File: config.mk
export PLATFORM = sky130hd
export DESIGN_NAME = ubaRegs_flat
export DESIGN_NICKNAME = d
export VERILOG_FILES = /design/src/common/ks10Pkg.sv /design/src/common/slaveIf.sv /design/src/verilog/ubaRegs.sv /design/src/flat_wrapper.sv
export SDC_FILE = /design/constraint.sdc
export NUM_CORES = 1
export LEC_CHECK = 0
export ABC_AREA = 1
export CAP_MARGIN = 10
export CORE_UTILIZATION = 32
export DETAILED_ROUTE_END_ITERATION = 12
export DONT_BUFFER_PORTS = 1
export SYNTH_ARGS = -nofsm -noshare
export SYNTH_HDL_FRONTEND = slang
export SYNTH_SLANG_ARGS = --single-unit
File: constraint.sdc
create_clock -name clk -period 5.2 [get_ports clk]
set_input_delay 0.52 -clock clk [delete_from_list [all_inputs] [get_ports clk]]
set_output_delay 0.52 -clock clk [all_outputs]
set_load 0.02 [all_outputs]
File: src/common/ks10Pkg.sv
////////////////////////////////////////
// KS10 backplane definitions
// Bus word type, address flag and field
// positions, sizes and slave latencies
////////////////////////////////////////

package ks10Pkg;

   localparam int BUS_W = 36;                 // KS10 word width

   // Bit 0 is the most significant bit, as on the real machine
   typedef logic [0:BUS_W-1] busWord;

   ////////////////////////////////////////
   // Cycle flags in the address word
   ////////////////////////////////////////

   localparam int FLAG_READ  = 3;             // Read cycle
   localparam int FLAG_WRITE = 5;             // Write cycle
   localparam int FLAG_PHYS  = 8;             // Physical address
   localparam int FLAG_IO    = 10;            // IO cycle
   localparam int FLAG_WRU   = 11;            // Who are you
   localparam int FLAG_VECT  = 12;            // Interrupt vector cycle

   ////////////////////////////////////////
   // Address fields
   ////////////////////////////////////////

   // Memory word address sits in the low bits
   localparam int MEM_ADDR_LSB = BUS_W - 1;
   localparam int MEM_ADDR_W   = 10;

   // IO device number, bits 15 to 17
   localparam int DEV_LSB = 17;
   localparam int DEV_W   = 3;

   localparam int REG_W = 3;                  // Adapter register index, low bits

   ////////////////////////////////////////
   // Sizes and latencies
   ////////////////////////////////////////

   localparam int NUM_UBA    = 4;             // Unibus adapters
   localparam int MEM_DEPTH  = 2 ** MEM_ADDR_W;
   localparam int MEM_WAIT   = 2;             // Edges from sampled req to ack
   localparam int UBA_WAIT   = 1;
   localparam int WAIT_CNT_W = 3;             // Wide enough for either wait + 1

endpackage

File: src/common/slaveIf.sv
////////////////////////////////////////
// Arbiter to slave bus connection
// Level request, single cycle ack
////////////////////////////////////////

`timescale 1ns/1ps

interface slaveIf;

   import ks10Pkg::*;

   logic   req;                               // Request level from arbiter
   busWord addr;                              // Steered address word
   busWord wrData;                            // Steered write data
   logic   ack;                               // One cycle acknowledge
   busWord rdData;                            // Valid while ack is high

   // Arbiter side
   modport arbPort (
      output req,
      output addr,
      output wrData,
      input  ack,
      input  rdData
   );

   // Slave side
   // Slave decodes addr itself and ignores what is not its own
   modport slvPort (
      input  req,
      input  addr,
      input  wrData,
      output ack,
      output rdData
   );

endinterface

File: src/verilog/ubaRegs.sv
////////////////////////////////////////
// Unibus adapter register file
// Eight 36-bit registers answering IO
// cycles for one device number
////////////////////////////////////////

`timescale 1ns/1ps

module ubaRegs #(
   parameter int devNum = 1                   // IO device number, 1 to 4
) (
   input  logic      clk,
   input  logic      rstN,
   slaveIf.slvPort   bus
);

   import ks10Pkg::*;

   busWord                  regFile [2 ** REG_W];
   logic [REG_W-1:0]        regIdx;           // Selected register
   logic [DEV_W-1:0]        devField;
   logic                    sel;
   logic [WAIT_CNT_W-1:0]   waitCnt;
   logic                    done;

   assign regIdx   = bus.addr[BUS_W - 1 -: REG_W];
   assign devField = bus.addr[DEV_LSB -: DEV_W];

   // Our device, plain read or write, never WRU or vector
   assign sel = bus.req & bus.addr[FLAG_IO] &
                (devField == DEV_W'(devNum)) &
                ~bus.addr[FLAG_WRU] & ~bus.addr[FLAG_VECT] &
                (bus.addr[FLAG_READ] | bus.addr[FLAG_WRITE]);

   assign bus.ack = sel & ~done & (waitCnt == WAIT_CNT_W'(UBA_WAIT + 1));

   ////////////////////////////////////////
   // Wait counter
   ////////////////////////////////////////

   always_ff @(posedge clk or negedge rstN)
   begin
      if (!rstN)
      begin
         waitCnt <= '0;
         done    <= 1'b0;
      end
      else if (!bus.req)
      begin
         waitCnt <= '0;
         done    <= 1'b0;
      end
      else if (bus.ack)
      begin
         waitCnt <= '0;
         done    <= 1'b1;                     // One ack per request
      end
      else if (!sel)
         waitCnt <= '0;
      else if (!done)
         waitCnt <= waitCnt + 1'b1;
   end

   ////////////////////////////////////////
   // Registers
   ////////////////////////////////////////

   // Registers come up zero
   always_ff @(posedge clk or negedge rstN)
   begin
      if (!rstN)
      begin
         for (int i = 0; i < 2 ** REG_W; i++)
            regFile[i] <= '0;
      end
      else if (bus.ack && bus.addr[FLAG_WRITE])
         regFile[regIdx] <= bus.wrData;       // Update at ack edge
   end

   // Read mux, only looked at while ack is high
   assign bus.rdData = regFile[regIdx];

endmodule

File: src/flat_wrapper.sv
// flat-port wrapper written by rule: the top's interface ports become plain ports
module ubaRegs_flat import ks10Pkg::*;
#(
   parameter int devNum = 1                                              
)
  (clk, rstN, bus_req, bus_addr, bus_wrData, bus_ack, bus_rdData);
  slaveIf bus_i ();
  input  logic clk;
  input  logic rstN;
  input wire logic [$bits(bus_i.req)-1:0] bus_req;
  input wire logic [$bits(bus_i.addr)-1:0] bus_addr;
  input wire logic [$bits(bus_i.wrData)-1:0] bus_wrData;
  output wire logic [$bits(bus_i.ack)-1:0] bus_ack;
  output wire logic [$bits(bus_i.rdData)-1:0] bus_rdData;
  assign bus_i.req = bus_req;
  assign bus_i.addr = bus_addr;
  assign bus_i.wrData = bus_wrData;
  assign bus_ack = bus_i.ack;
  assign bus_rdData = bus_i.rdData;
  ubaRegs #(.devNum(devNum)) u_core (.clk(clk), .rstN(rstN), .bus(bus_i));
endmodule
# Word-level counts from Yosys, hierarchy flattened

Cells that the tools add are included.

Logic and storage cells: 43
Register bits: 292

Add/sub/neg operators: 1
Eq/ne operators: 4
Reduce and logical (&&, ||, !) cells: 2
$lt $le $gt $ge: 2
Multiplexer cells: 12
Bitwise operators: 12

Operators with widths:

| kind                  | number |
|---|---|
| $bwmux W288           | 1 |
| $bmux W36 S3          | 1 |
| $demux W36 S3         | 1 |
| $mux W36              | 3 |
| $mux W3               | 4 |
| $and A1 B1 Y1         | 7 |
| $ge A4 B4 Y1 const B  | 1 |
| $lt A4 B1 Y1 const B  | 1 |
| $ne A4 B3 Y1 const B  | 1 |
| $not A3 Y4            | 1 |
| $add A3 B1 Y3 const B | 1 |
| $eq A3 B1 Y1 const B  | 1 |
| $eq A3 B2 Y1 const B  | 1 |
| $not A1 Y1            | 3 |
| $logic_and A1 B1 Y1   | 2 |
| $mux W1               | 2 |
| $ne A2 B1 Y1 const B  | 1 |
| $or A1 B1 Y1          | 1 |

# Longest topological paths before layout

Gate-level depths: netlist of the first run.

Depth in word-level cells: 9
Mapped depth: 10

# Worst setup path before layout of the first run

OpenSTA, ideal clock, no wires.

Kind: input -> output
Start point: in bus_addr[0]
End point: out bus_rdData[34]
Stages on the path: 8
Arrival: 1.719 ns
Slack: 2.961 ns
Data required time: 4.680 ns
Cell sequence: buf_2 -> buf_2 -> nor3_4 -> buf_2 -> nand2_1 -> nand2_1 -> inv_1 -> nand3b_1

Longest elaborated chain between the ends: 4

RTL lines:

| what                                        | RTL line           | source |
|---|---|---|
| start: declaration                          | flat_wrapper.sv:11 | `input wire logic [$bits(bus_i.addr)-1:0] bus_addr;` |
| $not A3 Y4 (implied by the code)            | ubaRegs.sv:81      | `assign bus.rdData = regFile[regIdx];` |
| $bmux W36 S3                                | ubaRegs.sv:81      |  |
| $mux W36 (implied by the code) (2 in a row) | ubaRegs.sv:81      |  |
| end: declaration                            | flat_wrapper.sv:14 | `output wire logic [$bits(bus_i.rdData)-1:0] bus_rdData;` |

Every way passes these cells. The select of a mux whose other input is x is not followed.

# Worst setup path after layout of the first run

Start point: in bus_addr[1]
End point: out bus_rdData[7]

Same word-level chain as after synthesis.

==> flow_summary.yaml, run 1 <==
timing:
  worst_pin_slew_ns: 1.17
  finalWorstSetupSlack_ns: 2.15
  hold_ws_ns: -0.293
  final-setup-viol-count: 0
  fin_crit_ns: 3.05
  post-route-period-util_pct: 58.7
  rsz0062_at_grt: "false"
  skew_ns: 0.0126
  finalMaxSlewViolations: 0
  hold_viol: 292
  slew_headroom_pct: 21.8
  max_freq_mhz: 327
  setup-tns-final_ns: 0
setup_path:
  critical_path.n_buffers_inverters: 2
  cp-startpoint: "bus_addr[1]"
  timing.rr.end: "u_core.regFile[204]"
  start_kind: "input pin"
  cp_top_family: "simple AND/OR/NAND/NOR gates"
  reg2reg_from: "u_core.waitCnt[0]"
  ff2ff_setup_slack_ns: 2.76
  crit_path_max_incr_delay_ns: 0.94
  r2r_cells: 7
  cp-endpoint: "bus_rdData[7]"
  crit_fanout: 22
  cp_slowest_cell: "nor3_4"
  crit_type: "in2out"
  worstSetupEndpointType: "primary output"
  critical_path.most_common_cell: "nand2_1"
  required_ns: 4.68
  cp_data_arrival_time_ns: 2.53
  crit_chain: "inv_2 -> nor3_4 -> buf_4 -> nand2_1 -> nand2_1 -> nor2_1 -> nand2_1"
  cp.depth: 7
clock_network:
  cts_max_path_buffers: 3
  clk_pin_slew_ns: 0.05
  post_cts_buffers: 0
  cts.htree.levels: 2
  cts-root-buf: "clkbuf_16"
  clk_latency_ns: 0.53
  clock-sinks: 292
  cts_tree: "done"
  cts_made_buffers: 36
power_and_ir_drop:
  p_per_area_nw_per_um2: 311
  power_mw: 4.97
  vdd_drop_max_uv: 211
  p_leak_nw: 8.29
routing:
  wl_mm: 45.5
  antenna_left: 0
  wl_per_cell_um: 19.2
  first_iter_violations: 1542
  firstDrtPassIters: 6
  post-route-drc-count: 0
  vias: 12800
  via_per_inst: 5.40
logic_synthesis:
  synth_top_area_cell: "dfrtp_1"
  synth_area_sq_um: 14800
  ys_warn_count: 0
  ys_ff_latch: 292
  synth_nets: 1941
  yosysSeqAreaShare_pct: 49.5
  syn_avg_cell_area_sq_um: 7.91
  syn_inst: 1864
  synth_top_area_share_pct: 49.5
  synthTopCellsByArea: "dfrtp_1, nand2_1, nand4_1"
  synthDistinctLibCells: 28
global_routing:
  grt_pass1_wl_mm: 72.9
  grt_pass1_vias: 12200
  grt_max_degree: 298
  antenna_found_initial: 0
  grtUsageTotal_pct: 19.6
  grt-ovfl-total: 0
final_layout:
  diodes: 0
  drive_above_1_share_pct: 6.39
  area_growth_syn_to_layout_pct: 8.35
  final_nets: 1818
  finish.instance_area_sq_um: 16000
  finalNonFillerCells: 2368
floorplanning:
  dieHeight_um: 217
  start_util_pct: 32.5
  die_area_sq_um: 47000
  num_rows: 78
  fp.dieW_um: 217
  design.core.area_sq_um: 45400
  ioPinCount: 112
placement:
  gp_congestion: 0.749
  place_ws_ns: 2.13
  dp_hpwl_mm: 23.9
  io_buffer_count: 0
  dp_cells: 2303
  placed_cell_area_sq_um: 14700
job:
  maxCapViolCount: 0
worst_hold_path:
  min_path_type: "in2async"
outcome:
  outcome: "finished with violations"
  violations: "hold timing"
-- worst reg2reg max path, stage by stage, from the launching register on --
cell     delay, ns
dfrtp_1       0.39
inv_1         0.10
ha_1          0.15
nand3_1       0.22
inv_2         0.34
nand4_4       0.77
nand2_1       0.30
nand2_1       0.08
-- through the flow --
stage | hold slack, ns | utilization (%)
global route | -0.315 | 35.2
finish | -0.293 | 35.2
floorplan | 0.224 | -
CTS | -0.295 | 35.2
global placement | 0.247 | 32.5
detailed placement | 0.246 | 32.5
-- synth_stat cells --
library cell	instances
buf_4	19
inv_2	9
nand3_1	14
buf_6	19
o2bb2ai_1	22
nand4_1	310
inv_1	51
nor2_4	1
clkbuf_2	26
nand3_2	1
or2_2	2
buf_2	63
ha_1	2
nor2_1	31
and3_1	1
dfrtp_1	292
a21oi_1	42
a22oi_1	8
nor3_4	4
clkinv_1	1
nand4_4	5
clkbuf_1	55
nand4_2	3
o21ai_0	15
buf_1	7
xor2_1	1
nand3b_1	2
nand2_1	858
-- power by group --
group	switching, mW	total (mW)	internal (mW)
clock network	0.986	2.60	1.61
logic	0.0803	0.0980	0.0177
registers	0.000304	2.27	2.27
total	1.07	4.97	3.90
-- kinds of logic after synthesis --
kind of cell,Yosys count,synth area share (%)
XOR/XNOR,1,0.0594
adder cells (fa/ha/maj),2,0.170
AO/OA/AOI/OAI,87,3.65
flip-flops,292,49.5
AND/OR/NAND/NOR,1232,38.0
buffers and inverters,250,8.57
-- layout make-up --
| type | instances | area (sq um) |
|---|---|---|
| repair buffers | 28 | 260 |
| clock buffers | 55 | 1100 |
| inverters | 61 | 229 |
| clock inverters | 10 | 135 |
| fillers | 4635 | 29400 |
| well taps | 600 | 751 |
| multi-input cells | 1322 | 6200 |
| flip-flops and latches | 292 | 7310 |
-- layer usage --
metal | wire (um) | global-route usage, %
met1 | 19800 | 27.1
met2 | 21300 | 31.2
met3 | 3650 | 3.99
met4 | 795 | 4.72
met5 | 0 | 0
-- what timing repair did --
| action | in CTS | in global routing |
|---|---|---|
| endpoints found under the hold margin | 292 | 292 |
| endpoints found under the setup margin | 0 | 0 |
| resized for setup | 0 | 0 |
-- worst min path at each step --
| stage | endpoint | from |
|---|---|---|
| 6_report | u_core.regFile[255] | rstN |
| 5_1_grt | u_core.regFile[255] | rstN |
| 4_1_cts | u_core.regFile[183] | rstN |
| 3_5_place_dp | u_core.regFile[183] | rstN |
| 3_3_place_gp | u_core.regFile[147] | rstN |
| 2_1_floorplan | u_core.done | rstN |
-- state kept, by name, summed over array words and instances (netlist names) --
signal / flops
u_core.regFile: 288
u_core.waitCnt: 3
u_core.done: 1
-- cell usage in the layout (no fill, tap or decap) --
| cell | synthesis | final |
|---|---|---|
| nor2_4 | 1 | 2 |
| nand4_2 | 3 | 2 |
| a22oi_1 | 8 | 8 |
| nand3b_1 | 2 | 2 |
| dfrtp_1 | 292 | 292 |
| a21oi_1 | 42 | 42 |
| inv_1 | 51 | 51 |
| clkbuf_8 | 0 | 11 |
| buf_4 | 19 | 24 |
| xor2_1 | 1 | 1 |
| bufinv_16 | 0 | 3 |
| nand4_4 | 5 | 6 |
| nand3_1 | 14 | 14 |
| clkbuf_1 | 55 | 7 |
| nor2_1 | 31 | 30 |
| inv_2 | 9 | 10 |
| or2_2 | 2 | 2 |
| inv_6 | 0 | 2 |
| buf_12 | 0 | 4 |
| ha_1 | 2 | 2 |
| clkinv_2 | 0 | 4 |
| o21ai_0 | 15 | 15 |
| nor3_4 | 4 | 4 |
| o2bb2ai_1 | 22 | 22 |
| and3_1 | 1 | 1 |
| clkinvlp_4 | 0 | 1 |
| nand2_1 | 858 | 858 |
| nand3_2 | 1 | 1 |
| nand4_1 | 310 | 310 |
| clkbuf_16 | 0 | 37 |
Note: power is estimated with default switching activity, not from simulation.
==> run 2, diff against run 1 <==
==> constraint.sdc (replaced) <==
create_clock -name clk -period 2.97 [get_ports clk]
set_input_delay 0.297 -clock clk [delete_from_list [all_inputs] [get_ports clk]]
set_output_delay 0.297 -clock clk [all_outputs]
set_load 0.02 [all_outputs]
==> run 2 against run 1 <==
- sequential cell count unchanged
- cell count rose by 2.8%
- utilization increased by 1.6 points
- largest cell class unchanged
- first-iteration DRC count grew 2.0%
- the run still ends with hold timing left
- clock skew increased by 0.00077 ns
- critical endpoint is now u_core.regFile[100]
- sequential share of layout area fell by 2.0 points
- design area rose by 4.7%
==> flow_summary.yaml, run 2 (synthesized netlist as in run 1, its figures left out) <==
floorplanning:
  fp.dieW_um: 217
  dieHeight_um: 217
  start_util_pct: 32.5
  num_rows: 78
  die_area_sq_um: 47000
  design.core.area_sq_um: 45400
  ioPinCount: 112
placement:
  dp_hpwl_mm: 24.2
  gp_congestion: 0.769
  placed_cell_area_sq_um: 15100
  io_buffer_count: 0
clock_network:
  cts-root-buf: "clkbuf_16"
  clock-sinks: 292
  cts_max_path_buffers: 3
  post_cts_buffers: 0
  clk_latency_ns: 0.53
  cts_made_buffers: 34
  clk_pin_slew_ns: 0.06
  cts_resized: 0
  cts_tree: "done"
  cts.htree.levels: 2
  holdBufCountCts: 46
final_layout:
  multi_input_area_sq_um: 6190
  top_regs: "u_core.regFile: 288 flops, u_core.waitCnt: 3 flops, u_core.done: 1 flops"
  mostFrequentLayoutCell: "nand2_1"
  largest_register_ffs: 288
  fillers: 4596
  final_cell_mix: "nand2_1, nand4_1, dfrtp_1, inv_1, dlygate4sd3_1"
  final_nets: 1885
  area_growth_syn_to_layout_pct: 13.4
  drive_above_1_share_pct: 7.26
  seq_area_sq_um: 7310
  finish.instance_area_sq_um: 16700
  largest-register: "u_core.regFile"
timing:
  worst_pin_slew_ns: 0.666
  finalMaxSlewViolations: 0
  max_freq_mhz: 378
  hold_viol: 292
  rsz0062_at_grt: "false"
  final-setup-viol-count: 0
  post-route-period-util_pct: 89.1
  fin_crit_ns: 2.65
  setup-tns-final_ns: 0
  slew_headroom_pct: 55.6
  hold_ws_ns: -0.517
  skew_ns: 0.0134
setup_path:
  crit_fanout: 55
  crit_chain: "inv_1 -> ha_1 -> nand3_1 -> nor2_4 -> buf_4 -> nand4_1 -> dlygate4sd3_1 -> nand2_1"
  worstSetupEndpointType: "flip-flop"
  crit_path_max_incr_delay_ns: 0.60
  required_ns: 3.45
  cp_data_arrival_time_ns: 3.12
  cp_slowest_cell: "dlygate4sd3_1"
  start_kind: "flip-flop"
  r2r_cells: 8
  crit_type: "reg2reg"
global_routing:
  antenna_found_initial: 3
  grt_pass1_wl_mm: 73.3
  grt_max_degree: 293
  grt_pass1_vias: 12700
  grtUsageTotal_pct: 19.7
  grt-ovfl-total: 0
power_and_ir_drop:
  p_sw_mw: 1.97
  p_clk_share_pct: 49.5
  p_leak_nw: 8.60
  internal-power_mw: 6.62
  p_per_area_nw_per_um2: 513
  vdd_drop_max_uv: 368
  sw_frac_of_total_pct: 22.9
  p_seq_share_pct: 46.4
  pwr-share-comb_pct: 4.1
routing:
  post-route-drc-count: 0
  vias: 13200
  wl_mm: 46.0
  first_iter_violations: 1573
  via_per_inst: 5.41
  wl_per_cell_um: 18.9
  antenna_left: 0
  firstDrtPassIters: 5
job:
  maxCapViolCount: 0
outcome:
  outcome: "finished with violations"
  violations: "hold timing"
worst_hold_path:
  min_path_type: "in2async"
[run 2: worst paths after layout]
check                                    from  slack, ns             endpoint
max                         u_core.waitCnt[0]       0.32  u_core.regFile[100]
min                                      rstN      -0.52  u_core.regFile[219]
max reg2reg                 u_core.waitCnt[0]       0.32  u_core.regFile[100]
min reg2reg                u_core.regFile[39]       0.48   u_core.regFile[39]
max in group asynchronous                rstN       3.02  u_core.regFile[205]
min in group clk                 bus_addr[30]       0.07  u_core.regFile[100]
[run 2: metal layers]
| layer | share of wire (%) | vias to the layer above | track usage (%) | routed length (um) |
|---|---|---|---|---|
| met4 | 2.7 | 2 | 6.76 | 1230 |
| met2 | 46 | 504 | 31.0 | 21400 |
| met1 | 44 | 6505 | 27.1 | 20200 |
| li1 | - | 6084 | - | - |
| met3 | 6.8 | 73 | 3.38 | 3130 |
| met5 | 0.022 | - | 0 | 10 |
[run 2: layout make-up]
type / count / area share, %
Antenna cell: 2 / 0.0299
Clock buffer: 52 / 6.16
Clock inverter: 8 / 0.576
Inverter: 61 / 1.37
Multi-Input combinational cell: 1322 / 37.0
Sequential cell: 292 / 43.7
Tap cell: 600 / 4.49
Timing Repair Buffer: 97 / 6.70
[run 2: power by group through the flow]
stage	clock network (mW)	logic (mW)	registers, mW
floorplan	0	0.235	4.05
global placement	0	0.164	4.05
global route	4.51	0.371	3.98
detailed placement	0	0.166	4.05
CTS	4.33	0.349	3.98
finish	4.25	0.354	3.98
[run 2: through the flow]
step	hold WS, ns	setup WS [ns]	total power, mW	cells	util [%]
after floorplan	0.00141	1.18	4.29	1864	-
after global placement	0.0249	0.827	4.22	2326	33.2
after detailed placement	0.0241	0.804	4.22	2326	33.2
after CTS	-0.536	0.380	8.66	2432	36.9
after global routing	-0.534	0.202	8.85	2434	36.9
final	-0.517	0.325	8.59	2434	36.9
[run 2: critical path, delay by kind of cell, from the launching register on]
| family | cells | cell delay (ns) |
|---|---|---|
| adder cells (fa/ha/maj) | 1 | 0.15 |
| buffers and inverters | 3 | 1.24 |
| flip-flops | 1 | 0.38 |
| AND/OR/NAND/NOR | 4 | 0.79 |
